$ cat src/verilog/capture_consts.svh
`ifndef CAPTURE_CONSTS_SVH
`define CAPTURE_CONSTS_SVH

// datapath widths
`define SAMPLE_W         12
`define WORD_W           36
`define COUNT_W          16
`define DOWNSAMPLE_W     13

// buffer depths
`define PRESAMPLE_DEPTH  64   // holds at most 63 presamples
`define WORD_DEPTH       256

// apb register map
`define REG_CTRL         8'h00   // bit 0 arm, bit 1 low_res
`define REG_PRESAMPLES   8'h04
`define REG_MAX_SAMPLES  8'h08
`define REG_DOWNSAMPLE   8'h0C
`define REG_STATUS       8'h10   // armed, done, empty, overflow
`define REG_DATA         8'h14

`endif

$ cat src/verilog/capture_pkg.sv
`include "capture_consts.svh"

package capture_pkg;

    typedef logic [`SAMPLE_W-1:0]     sample_t;
    typedef logic [`WORD_W-1:0]       word_t;      // three samples, first on top
    typedef logic [`COUNT_W-1:0]      count_t;
    typedef logic [`DOWNSAMPLE_W-1:0] downsample_t;

    typedef logic [7:0]               apb_addr_t;
    typedef logic [31:0]              apb_data_t;

    // capture sequence
    typedef enum logic [2:0] {
        cs_idle,
        cs_armed,
        cs_pre_filling,
        cs_pre_full,
        cs_triggered,
        cs_done
    } capture_state_t;

endpackage

$ cat src/verilog/capture_fsm.sv
`timescale 1ns/10ps

module capture_fsm (
    input  logic                adc_sampleclk,
    input  logic                reset_i,
    input  logic                arm_i,
    input  logic                trigger_i,
    input  capture_pkg::count_t presamples_i,
    input  capture_pkg::count_t max_samples_i,
    input  logic                sample_written_i,
    input  logic                fifo_empty_i,
    output logic                store_en_o,
    output logic                drain_o,
    output logic                forward_en_o,
    output logic                armed_o,
    output logic                done_o
);
    import capture_pkg::*;

    capture_state_t state;
    count_t         pre_cnt;       // presamples held in the fifo
    count_t         smp_cnt;       // samples passed on, presamples included
    count_t         pre_cnt_nxt;
    count_t         smp_cnt_nxt;
    logic           pre_state;
    logic           pre_at_limit;

    assign pre_state    = (state == cs_pre_filling) || (state == cs_pre_full);
    assign pre_at_limit = (pre_cnt == presamples_i);

    always_comb begin
        case (state)
            cs_armed:       store_en_o = (presamples_i != '0);
            cs_pre_filling,
            cs_pre_full:    store_en_o = 1'b1;
            cs_triggered:   store_en_o = (smp_cnt < max_samples_i);
            default:        store_en_o = 1'b0;
        endcase
    end

    // with the window full every new write pushes the oldest entry out
    assign drain_o      = pre_state && pre_at_limit && sample_written_i;
    assign forward_en_o = (state == cs_triggered) || (state == cs_done);
    assign armed_o      = (state != cs_idle);

    assign pre_cnt_nxt = (sample_written_i && !pre_at_limit) ? pre_cnt + 1'b1 : pre_cnt;
    assign smp_cnt_nxt = sample_written_i ? smp_cnt + 1'b1 : smp_cnt;

    always_ff @(posedge adc_sampleclk) begin
        if (reset_i) begin
            state   <= cs_idle;
            pre_cnt <= '0;
            smp_cnt <= '0;
            done_o  <= 1'b0;
        end else if (arm_i) begin
            state   <= cs_armed;   // rearm restarts from any state
            pre_cnt <= '0;
            smp_cnt <= '0;
            done_o  <= 1'b0;
        end else begin
            case (state)
                cs_armed: begin
                    pre_cnt <= pre_cnt_nxt;
                    if (presamples_i != '0)
                        state <= cs_pre_filling;
                    else if (trigger_i)
                        state <= cs_triggered;
                end
                cs_pre_filling,
                cs_pre_full: begin
                    pre_cnt <= pre_cnt_nxt;
                    if (trigger_i) begin
                        smp_cnt <= pre_cnt_nxt;   // presamples count toward the total
                        state   <= cs_triggered;
                    end else if (pre_cnt_nxt == presamples_i) begin
                        state <= cs_pre_full;
                    end
                end
                cs_triggered: begin
                    smp_cnt <= smp_cnt_nxt;
                    if (smp_cnt_nxt >= max_samples_i)
                        state <= cs_done;
                end
                cs_done: begin
                    // let the fifo run dry before reporting done
                    if (fifo_empty_i) begin
                        state  <= cs_idle;
                        done_o <= 1'b1;
                    end
                end
                default: state <= cs_idle;
            endcase
        end
    end

    // nothing may be stored once the capture is reported done
    a_done_empty: assert property (@(posedge adc_sampleclk) disable iff (reset_i)
        done_o |-> fifo_empty_i);

endmodule

$ cat config.mk
export PLATFORM = sky130hd
export DESIGN_NAME = capture_fsm
export DESIGN_NICKNAME = d
export VERILOG_FILES = /design/src/verilog/capture_pkg.sv /design/src/verilog/capture_fsm.sv
export VERILOG_INCLUDE_DIRS = /design/src /design/src/verilog
export SDC_FILE = /design/constraint.sdc
export NUM_CORES = 1
export LEC_CHECK = 0
export ABC_AREA = 1
export ABC_CLOCK_PERIOD_IN_PS = 3400
export BUFFER_PORTS_ARGS = -buffer_cell sky130_fd_sc_hd__buf_2
export CAP_MARGIN = 0
export CELL_PAD_IN_SITES_DETAIL_PLACEMENT = 1
export CELL_PAD_IN_SITES_GLOBAL_PLACEMENT = 1
export CORE_ASPECT_RATIO = 0.9
export CORE_UTILIZATION = 37
export CTS_BUF_LIST = sky130_fd_sc_hd__clkbuf_16
export CTS_CLUSTER_SIZE = 20
export DETAILED_ROUTE_END_ITERATION = 8
export GPL_ROUTABILITY_DRIVEN = 0
export PLACE_DENSITY = 0.79
export SYNTH_ARGS = -nofsm -noshare
export SYNTH_HDL_FRONTEND = slang
export SYNTH_SLANG_ARGS = --single-unit
$ cat constraint.sdc
create_clock -name adc_sampleclk -period 3.4 [get_ports adc_sampleclk]
set_clock_uncertainty 0.15 [all_clocks]
set_input_delay 0.68 -clock adc_sampleclk [delete_from_list [all_inputs] [get_ports adc_sampleclk]]
set_output_delay 0.68 -clock adc_sampleclk [all_outputs]
set_load 0.005 [all_outputs]
Yosys cells after proc, flatten, opt, wreduce, memory -nomap -nowiden
Cells that the tools add are included.

storage, ports and cells
  flip-flop bits (word level) = 36
  bits of input ports = 38
  output and inout bits = 5
  word-level logic and storage cells = 54

cells by class
  add/subtract/negate cells = 2
  order comparisons = 2
  equality and inequality tests = 16
  mux-type cells = 13
  reductions and logical operators = 16

operator list
  cell                                                  number
  two-way mux 16 bit                                    3
  adder 16 x 1 -> 16 bit (second input constant)        2
  equality test 16 bit                                  2
  case mux 16 bit (2 select lines)                      1
  two-way mux 3 bit                                     6
  >= comparator 16 bit                                  1
  < comparator 16 bit                                   1
  nonzero test 16 bit                                   1
  case mux 3 bit (4 select lines)                       1
  != test 3 bit (second input constant)                 3
  != test 4 bit (second input constant)                 2
  AND reduction 4 bit                                   2
  equality test 3 x 2 -> 1 bit (second input constant)  2
  equality test 3 bit (second input constant)           2
  != test 2 bit (second input constant)                 2
  AND reduction 2 bit                                   2
  OR reduction 2 bit                                    2
  equality test 3 x 1 -> 1 bit (second input constant)  1
  logical AND 1 bit                                     3
  != test 3 x 2 -> 1 bit (second input constant)        1
  case mux 1 bit (3 select lines)                       1
  nonzero test 3 bit                                    1
  OR reduction 3 bit                                    1
  logical OR 1 bit                                      2
  other kinds (4)                                       4

Logic depth before layout (Yosys ltp)
Gate-level depths: netlist of run 1.

  word-level depth = 9
  mapped depth = 23

Worst setup path after synthesis of run 1
OpenSTA, ideal clock, no wires.

  path kind = input to register
  start point = in sample_written_i
  end point = reg state[0]
  library setup time = 66 ps
  arrival = 3,128 ps
  data required time = 3,184 ps
  slack = 56 ps
  stages on the path = 21
  buffers on the path = 1
  path through = buf_4 nand2_1 nor3_2 nand2_1 nor2_2 nand4_1 nor3_2 nand4_1 xor2_1 inv_2 ha_1 nand2_1 nor2_1 nand4_1 o2111ai_1 o211ai_1 inv_1 nand2_1 nand2_1 nand2_1 a21oi_2

between the ends
  longest elaborated chain between the ends = 5
  elaborated cells on any way between the ends = 8
  those cells by class = order compare: 1; eq/ne: 3; mux: 2; reduce/logical: 2

RTL lines
  what                                                          RTL line           RTL
  start, declared                                               capture_fsm.sv:10  input logic sample_written_i,
  branches (longest 4 deep; another with >= comparator 16 bit)  --
  AND reduction 4 bit (no line) (*)                             --
  end signal, assigned                                          capture_fsm.sv:51  state <= cs_idle;
  end signal, assigned                                          capture_fsm.sv:74  state <= cs_triggered;
  end signal, assigned                                          capture_fsm.sv:76  state <= cs_pre_full;
  end, declared                                                 capture_fsm.sv:20  capture_state_t state;

Mark *: on every way between the ends.
A chain may end at the register's enable or synchronous reset.

Worst setup path after layout of run 1
  start point = in sample_written_i
  end point = reg state[2]

between the ends
  longest elaborated chain between the ends = 5
  elaborated cells on any way between the ends = 8
  those cells by class = order compare: 1; eq/ne: 3; mux: 2; reduce/logical: 2

RTL lines
  what
  branches (longest 4 deep; another with >= comparator 16 bit)
  AND reduction 4 bit (no line) (*)

Marked as above.

==> implementation parameters, run 1 <==
Parameter                              Value

Global routing
  Pin count of the biggest net entering global routing    25
  Global-route wire length before repair    19100 um
  Vias in the first global route    just over 4k
  Number of antenna violations at the first check in global routing    0
  Grt peak-use layer    met2
  Met3 demand-to-capacity share in global routing    0.0325
  Congestion Overflow GR    0
  GRT met1 Usage    0.290
  Overall track demand over capacity in global routing    0.237
  Global Route met2 Usage    0.451

STA
  Hold violation total from the final report    0
  Tightest Pin Transition    834 ps
  Relative slew slack    0.443
  Period utilization    1.02
  Setup-failing EPs final    2
  RSZ-0062 raised after global routing    yes
  Minimum clock period after layout    ~3500 ps
  Max Clock Freq    0.289 GHz
  Max-slew violations    0
  Final hold slack    ~300 ps
  Post-layout worst setup margin    -63.1 ps

Logic synthesis
  Net count after synthesis    approximately 670
  Unique cell type count in the Yosys netlist    36
  Mean post-synth cell area    ~6 um^2
  Fraction of the yosys area taken by sequential cells    0.200
  Leading cell types by total area after synthesis    dfxtp_1, nand2_1, ha_1, inv_1, xor2_1
  Area of the mapped netlist    ~3600 um^2
  Number of synthesized register bits    36
  Top cell type's share of synthesized area    0.200
  Count of yosys warnings during synthesis    0
  Cell type with the largest total area after synthesis    dfxtp_1
  Gate count after technology mapping    597

Routing
  Detail-routed via count per cell    ~5.1
  DRC marker count from the first detailed-route iteration    between 100 and 150
  Wirelength, routed    between 10000 and 15000 um
  Vias after detailed routing    3931
  Post-route ant nets    0
  Pre-antenna DRT Iters    4
  Average wire per standard cell    about 15 um
  Total DRC errors in the routed layout    0

Critical path
  Worst-path cell chain    buf_8 -> nand2_4 -> nor3_4 -> nand2_2 -> nor2_4 -> nand4_1 -> nor3_2 -> buf_4 -> nand2_4 -> xor2_2 -> ha_1 -> a21oi_1 -> o21ai_1 -> a21oi_1 -> o2111ai_2 -> o211ai_1 -> inv_1 -> buf_4 -> nand3_1 -> a31oi_1
  Critical path fanouts, max    4
  Max stage delay on crit path    320 ps
  Critical path data required time    roughly 3400 ps
  Worst Setup End Kind    flip-flop
  Number of cells on the critical path    20
  Reg2Reg Depth    20
  Kind of critical path    in -> reg
  CP delay by family, top    simple AND/OR/NAND/NOR gates
  Data arrival time of the worst path    3440 ps
  Startpoint Class    primary input
  Slowest stage cell, crit path    ha_1
  CP bufs+invs    4

Pwr
  Total power divided by cell area    between 200 and 250 nW/um^2
  Pleak    between 2 and 2.5 nW
  Worst VDD drop    approximately 0.00018 V
  Final Total Pwr    about 1.1 mW

Run status
  Violated checks    setup timing
  Outcome    finished with violations

Floorplanning
  Die area    a little over 10000 um^2
  Overall die width    roughly 110 um
  Die boundary height    ~96 um
  Number of I/O pins    43
  Starting density of the core    0.389
  Total core area    9290 um^2
  # rows    33

Cells and area
  Fill cell count    between 1k and 1.5k
  Number of nets at the end of the flow    approximately 730
  P&R area growth vs syn    18.4%
  Utilization of the core after routing    0.460
  Fraction of final layout cells with drive strength greater than 1    0.165
  Number of antenna cells inserted    0

Clock network
  Number of buffers created by CTS    5
  Clock transition at the registers of the reported paths    50 ps
  Root cell of the clock tree    clkbuf_16
  Bufs on Longest Clock Path    2
  Clock Sink Count    36
  Clock insertion delay at the later pin of the skew report    280 ps
  Count of H-tree levels built during CTS    2
  CTS tree    yes

Place
  Pre-CTS setup slack    -324 ps
  Number of input and output port buffers inserted    between 40 and 50
  DPL Wire Length    about 9400 um

Flow run
  Number of max-capacitance violations reported    0

Hold path
  Hold WC Path Type    reg -> reg
  Cell count of the worst hold path    2
-- per-layer routing --
layer  up-vias  wire length [um]  share of wire
met5         -                 0              0
met4         0                55         0.0048
met3         6               406          0.036
met2        60              5680           0.50
met1      1850              5290           0.46
li1       2015                 -              -
-- final timing paths --
| path | start | to | slack, ps |
|---|---|---|---|
| max | sample_written_i | state[2] | -60 |
| min | done_o | done_o | 310 |
| max reg2reg | smp_cnt[0] | state[2] | -40 |
| min reg2reg | done_o | done_o | 310 |
-- report_power, final --
part | internal [mW] | leakage (nW) | total [mW] | switching [mW]
clock | 0.259 | 0.0616 | 0.418 | 0.160
sequential | 0.433 | 0.293 | 0.446 | 0.0135
combinational | 0.0741 | 1.88 | 0.203 | 0.129
-- cells in the final DEF (no fill, tap or decap), drive strengths merged, types with 3 or more instances in the layout --
cell    instances
xor2           25
nand3          28
ha             33
xnor2           3
or2             4
nor3            8
buf            63
a21oi          41
nand3b          4
nor2           39
dfxtp          36
o211ai          3
nand4          17
clkbuf          5
a31oi          11
o21ai          27
clkinv          3
nand2         180
inv           113
-- Yosys cell counts --
cell	instances
xnor2_1	3
nor3_1	6
clkinv_1	3
inv_1	105
a21oi_1	40
inv_2	8
or2_2	4
o21ai_0	27
o211ai_1	3
a21oi_2	1
dfxtp_1	36
o311ai_0	1
nand3b_1	4
nand2_4	2
nor2_2	5
nor4_1	1
or3_1	1
buf_2	1
o221ai_1	2
nor2_1	34
nand4_1	17
a21o_1	1
xor2_1	25
a31oi_1	11
nand2_1	173
nand3_2	1
nand3_1	27
buf_4	1
ha_1	33
o2111ai_1	1
a211oi_1	1
clkbuf_1	8
buf_6	2
nor3_2	2
nand2_2	5
o21bai_1	2
-- cells by family (layout without fill, tap and decap cells) --
group,after synthesis,in the layout,share of synthesized area
AO/OA/AOI/OAI,90,90,0.139
XOR/XNOR,28,28,0.0679
adder cells (fa/ha/maj),33,33,0.114
buffers and inverters,128,184,0.139
flip-flops,36,36,0.200
AND/OR/NAND/NOR,282,282,0.341
-- stage by stage --
step,TNS (ps),area (um^2),cells
after global placement,-244,4040,766
final,-111,4280,775
after CTS,0,4170,771
after detailed placement,-586,4040,766
after floorplan,0,3610,597
after global routing,-586,4280,775
-- final cells by class --
class / count / area, um^2 / area share
clock buffer: 5 / 125 / 0.0293
inverter: 116 / 435 / 0.102
multi-input combinational: 433 / 2460 / 0.576
sequential: 36 / 723 / 0.169
tap: 122 / 153 / 0.0357
timing repair buffer: 63 / 378 / 0.0884
-- flip-flops by register name, summed over array words and instances, names as in the netlist --
| name | flops |
|---|---|
| state | 3 |
| done_o | 1 |
| pre_cnt | 16 |
| smp_cnt | 16 |
-- worst min-delay path, stage by stage, from the launching register on --
cell	delay (ps)
dfxtp_1	300
inv_1	50
a21oi_1	60
-- timing repair --
item,CTS,global route
resized for setup,1,20
setup buffers,0,4
endpoints found under the setup margin,1,3
hold buffers,0,0
pin swaps,1,17
Power figures use the tool's default switching activity.
==> run 2: changes to the inputs <==
Settings changed: ABC_AREA 1 to unset, CORE_UTILIZATION 37 to 40, CTS_BUF_LIST sky130_fd_sc_hd__clkbuf_16 to unset, PLACE_DENSITY 0.79 to 0.8.
==> run 2 against run 1 <==
The flow now finishes without violations. Largest cell class unchanged. Clock power shrank 5.5%. Critical path depth shrank 11. Hold slack gained 18 ps. Critical endpoint is now store_en_o.
==> implementation parameters, run 2 <==
Parameter                              Value

Logic synthesis
  Most frequent cells after synthesis    nor2_1, nand2_1, dfxtp_1, ha_1
  Gate count after technology mapping    493
  Cell type with the largest total area after synthesis    dfxtp_1
  Number of synthesized register bits    36
  Leading cell types by total area after synthesis    dfxtp_1, ha_1, xor2_1, xnor2_1, nor2_1
  Count of yosys warnings during synthesis    0
  Unique cell type count in the Yosys netlist    58
  Mean post-synth cell area    between 7 and 8 um^2
  Count leader, synth    nor2_1
  Ys async rst share    0
  Fraction of the yosys area taken by sequential cells    0.189
  Net count after synthesis    between 500 and 600
  Commonest register cell after synthesis    dfxtp_1
  Area of the mapped netlist    approximately 3800 um^2
  Top cell type's share of synthesized area    0.189
  Number of flops mapped to enable cells by yosys    0

Clock network
  Post-CTS Hold Buffers    0
  Count of H-tree levels built during CTS    2
  Clock transition at the registers of the reported paths    ~80 ps
  Clock insertion delay at the later pin of the skew report    310 ps
  CTS tree    yes
  Bufs on Longest Clock Path    2
  Root cell of the clock tree    clkbuf_8
  Number of buffers created by CTS    5
  Clock Sink Count    36

Critical path
  Max stage delay on crit path    ~490 ps
  Slowest stage cell, crit path    or3b_2
  Kind of critical path    in -> out
  CP delay by family, top    simple AND/OR/NAND/NOR gates
  Startpoint Class    primary input
  Critical path data required time    2570 ps
  Worst Setup End Kind    output port
  Data arrival time of the worst path    about 2500 ps
  CP bufs+invs    3
  Critical path fanouts, max    2
  Worst-path cell chain    buf_2 -> nor4_2 -> buf_4 -> and4_1 -> or4b_2 -> or3b_2 -> nor3_2 -> a21oi_1 -> buf_2
  Cell type with the highest occurrence count on the critical path    buf_2

STA
  Setup-failing EPs final    0
  Relative slew slack    0.510
  Max Clock Freq    ~0.30 GHz
  Max-slew violations    0
  Final hold slack    between 300 and 400 ps
  Tightest Pin Transition    735 ps
  Minimum clock period after layout    roughly 3300 ps
  Hold violation total from the final report    0
  Period utilization    0.984

Place
  Number of input and output port buffers inserted    42
  Placement Cell Area    between 4000 and 5000 um^2
  DPL Wire Length    about 9600 um

Cells and area
  Number of nets at the end of the flow    between 600 and 700
  Fraction of final layout cells with drive strength greater than 1    0.252
  Top Registers    pre_cnt x16, smp_cnt x16, state x3
  Number of antenna cells inserted    0
  Fill cell count    around 1.2k
  Most common library cell in the layout ignoring fill and taps    nor2_1
  Final std cell area, no fill    approximately 4600 um^2
  Most frequent cells in the layout    nor2_1, buf_4, nand2_1
  P&R area growth vs syn    20.2%

Routing
  Vias after detailed routing    roughly 3.9k
  Average wire per standard cell    18.5 um
  DRC marker count from the first detailed-route iteration    170
  Total DRC errors in the routed layout    0
  Pre-antenna DRT Iters    4
  Wirelength, routed    between 10000 and 15000 um
  Post-route ant nets    0
  Detail-routed via count per cell    5.74

Floorplanning
  Starting density of the core    0.415
  # rows    33
  Total core area    ~9200 um^2
  Overall die width    105 um
  Die area    a little under 10000 um^2
  Number of I/O pins    43
  Die boundary height    94.5 um

Global routing
  Congestion Overflow GR    0
  Overall track demand over capacity in global routing    0.254
  Pin count of the biggest net entering global routing    36
  Vias in the first global route    between 3k and 4k
  Number of antenna violations at the first check in global routing    0
  Global-route wire length before repair    about 20000 um

Pwr
  Pleak    between 2 and 2.5 nW
  Worst VDD drop    approximately 0.00015 V
  Total power divided by cell area    roughly 220 nW/um^2
  Final Total Pwr    around 1.0 mW

Hold path
  Hold WC Path Type    reg -> reg

Run status
  Outcome    finished, final reports clean

Flow run
  Number of max-capacitance violations reported    0
## run 2: cell types whose count changed in the layout (fill, tap and decap cells not counted), moves of 9 or more
cell | before | now
buf_4 | 21 | 46
xor2_1 | 23 | 32
inv_1 | 105 | 20
a22oi_1 | 0 | 9
nor2_1 | 33 | 52
xnor2_1 | 3 | 24
nand3_1 | 26 | 13
nand2_1 | 169 | 44
## run 2: worst reg2reg max path, cell delays in order (launching register included)
cell,delay [ps]
dfxtp_2,400
ha_1,190
nand4_1,140
nor3_2,240
and3_1,200
and3_1,210
nand3_1,130
xnor2_2,180
ha_1,310
nor2b_1,140
o21ai_1,130
o2111ai_1,150
o21ai_2,250
a21oi_1,80
a31o_1,210
## run 2: cells by family (layout without fill, tap and decap cells)
logic type,Yosys count,count (layout),share of synthesized area
xor gates and xnor gates,63,63,0.165
muxes,5,5,0.0141
DFF,36,36,0.189
AOI/OAI and AO/OA,109,109,0.193
adders and majority gates,33,33,0.109
buffers and inverters,52,118,0.0661
and+or+nand+nor,195,195,0.263
## run 2: layout make-up
cell class,count,area (um^2),share of cell area
Multi-Input combinational cell,405,2930,0.641
Inverter,21,78.8,0.0172
Timing Repair Buffer,89,576,0.126
Sequential cell,36,728,0.159
Clock buffer,6,72.6,0.0159
Clock inverter,2,35.0,0.00766
Tap cell,122,153,0.0334
## run 2: routing by layer
layer,part of all wire,track usage,wire (um)
met2,0.50,0.462,6250
met5,0,0,0
met1,0.42,0.303,5330
met4,0.034,0.101,427
met3,0.048,0.0366,606
## run 2: path summary, 6_finish.rpt
check,depth (start not counted),slack (ps),start,end
setup / recovery,9,60,presamples_i[0],store_en_o
hold / removal,2,320,done_o,done_o
setup reg to reg,14,180,smp_cnt[0],state[0]
hold reg to reg,2,320,done_o,done_o
## run 2: repair_timing
action / 4_1_cts / 5_1_grt
resized for setup: 3 / 22
setup buffers: 0 / 4
pin swaps: 1 / 11
setup endpoints to repair: 1 / 2
## run 2: where the power goes
group          internal [mW]  switching (mW)
Sequential             0.423         0.00416
Clock                  0.218           0.177
Combinational         0.0792           0.107
Total                  0.720           0.288
## run 2: metrics by stage
stage | util | setup WS [ps] | cells | setup TNS (ps)
finish | 0.499 | 55.6 | 681 | 0
global route | 0.499 | -49.5 | 681 | -96.1
CTS | 0.486 | 0.495 | 678 | 0
floorplan | - | 37.3 | 493 | 0
global placement | 0.473 | -140 | 670 | -140
detailed placement | 0.473 | -330 | 670 | -330
==> run 3: changes to the inputs <==
Settings changed: CELL_PAD_IN_SITES_DETAIL_PLACEMENT 1 to 0, CELL_PAD_IN_SITES_GLOBAL_PLACEMENT 1 to 2, CORE_UTILIZATION 40 to 32.
==> run 3 against run 2 <==
Final area grew 0.66%. Critical path depth unchanged. Combinational power shrank 4%. Register-to-register slack about the same. Global-route usage decreased by 6.9 points. Via count shrank 7.6%. Non-clock buffer count is 2 lower. Count of clock-buffer cells in the layout grew 1. Setup slack improved by 33 ps. Hold slack lost 6.2 ps. First-iteration DRC count up 6.5%.
==> implementation parameters, run 3 (synthesis gave the netlist of run 2 again) <==
Parameter                              Value

Pwr
  Total power divided by cell area    236 nW/um^2
  Worst VDD drop    0.000158 V
  Pleak    about 2 nW

Cells and area
  Most frequent cells in the layout    nor2_1, nand2_1, buf_4
  Fill cell count    1208
  Number of nets at the end of the flow    627
  Utilization of the core after routing    0.399
  Top Registers    pre_cnt x16, smp_cnt x16, state x3
  Number of antenna cells inserted    0
  P&R area growth vs syn    21.0%
  Most common library cell in the layout ignoring fill and taps    nor2_1
  Final std cell area, no fill    around 4600 um^2
  Fraction of final layout cells with drive strength greater than 1    0.239

Global routing
  Congestion Overflow GR    0
  Vias in the first global route    roughly 3.5k
  Global-route wire length before repair    ~18000 um
  Pin count of the biggest net entering global routing    36
  Number of antenna violations at the first check in global routing    0
  Overall track demand over capacity in global routing    0.185

Routing
  Post-route ant nets    0
  Detail-routed via count per cell    approximately 5
  Total DRC errors in the routed layout    0
  DRC marker count from the first detailed-route iteration    around 180
  Wirelength, routed    roughly 11000 um
  Pre-antenna DRT Iters    4
  Average wire per standard cell    between 15 and 20 um
  Vias after detailed routing    between 3k and 4k

Floorplanning
  Total core area    about 12000 um^2
  Overall die width    ~120 um
  Starting density of the core    0.330
  # rows    37
  Die area    around 12000 um^2
  Number of I/O pins    43
  Die boundary height    between 100 and 150 um

STA
  Minimum clock period after layout    ~3300 ps
  Max Clock Freq    0.302 GHz
  Period utilization    0.974
  Tightest Pin Transition    about 730 ps
  Relative slew slack    0.516
  RSZ-0062 raised after global routing    yes
  Setup-failing EPs final    0
  Max-slew violations    0
  Hold violation total from the final report    0

Critical path
  Kind of critical path    in -> out
  Startpoint Class    primary input
  Data arrival time of the worst path    approximately 2500 ps
  Worst Setup End Kind    output port
  Critical path fanouts, max    2
  Critical path data required time    roughly 2600 ps

Flow run
  Number of max-capacitance violations reported    0

Clock network
  Bufs on Longest Clock Path    2
  Clock transition at the registers of the reported paths    ~50 ps
  Clock Sink Count    36
  Clock insertion delay at the later pin of the skew report    between 200 and 300 ps
  Number of buffers created by CTS    5
  Root cell of the clock tree    clkbuf_16
  Count of H-tree levels built during CTS    2
  CTS tree    yes

Run status
  Outcome    finished, final reports clean

Hold path
  Hold WC Path Type    reg -> reg

Place
  Placement Cell Area    between 4000 and 5000 um^2
  DPL Wire Length    approximately 8700 um
  Number of input and output port buffers inserted    42
==> run 3: cell count changes in the layout (fill, tap and decap cells not counted), moves of 2 or more <==
cell and change:
clkbuf_16 +5, dfxtp_1 +2, and3_1 +2, dfxtp_2 -2, nor4_4 -2, buf_4 -2
clkbuf_8 -3, and3_4 -2
==> run 3: worst max-delay path: stages <==
cell and delay, ps:
buf_2 120, nor4_2 270, buf_4 160, and4_4 230, or4b_2 130, or3b_2 500
nor3_2 200, a21oi_2 70, buf_2 120
==> run 3: what timing repair did <==
action / CTS / global route
buffers inserted: 0 / 1
pin swaps: 0 / 8
hold buffers: 0 / 0
endpoints found under the hold margin: 0 / 0
endpoints found under the setup margin: 2 / 2
gates resized for setup: 6 / 10
==> run 3: final timing paths <==
check                           cells after the start          to            start  slack, ps
worst min register to register                      2      done_o           done_o        320
worst max-delay path                                9  store_en_o  presamples_i[0]         90
worst min-delay path                                2      done_o           done_o        320
worst max register to register                     14    state[0]       smp_cnt[0]        190
==> run 3: metal layers <==
layer | GRT usage | vias to the layer above | wire length, um
li1 | - | 1880 | -
met1 | 0.253 | 1636 | 5260
met2 | 0.295 | 77 | 4970
met3 | 0.0219 | 18 | 323
met4 | 0.0669 | 0 | 240
met5 | 0 | - | 0
==> run 3: final cells by class <==
class | count | area, um^2 | share of cell area
multi-input cells | 405 | 2890 | 0.628
inverters | 21 | 78.8 | 0.0171
well taps | 156 | 195 | 0.0424
clock buffers | 7 | 153 | 0.0332
flip-flops and latches | 36 | 726 | 0.158
repair buffers | 87 | 561 | 0.122
==> run 3: power breakdown <==
part,leakage [nW],internal [mW],switching [mW],total [mW]
Sequential,0.292,0.424,0.00435,0.428
Clock,0.0760,0.308,0.174,0.482
Combinational,1.65,0.0791,0.0993,0.178
==> run 3: through the flow <==
stage	setup slack, ps	hold WS, ps	total power [mW]	cells	setup TNS, ps
global placement	-167	294	0.610	704	-167
CTS	8.54	332	1.10	711	0
floorplan	37.3	311	0.530	493	0
detailed placement	-388	319	0.611	704	-411
global route	-1.83	357	1.13	712	-1.83
finish	88.9	319	1.09	712	0
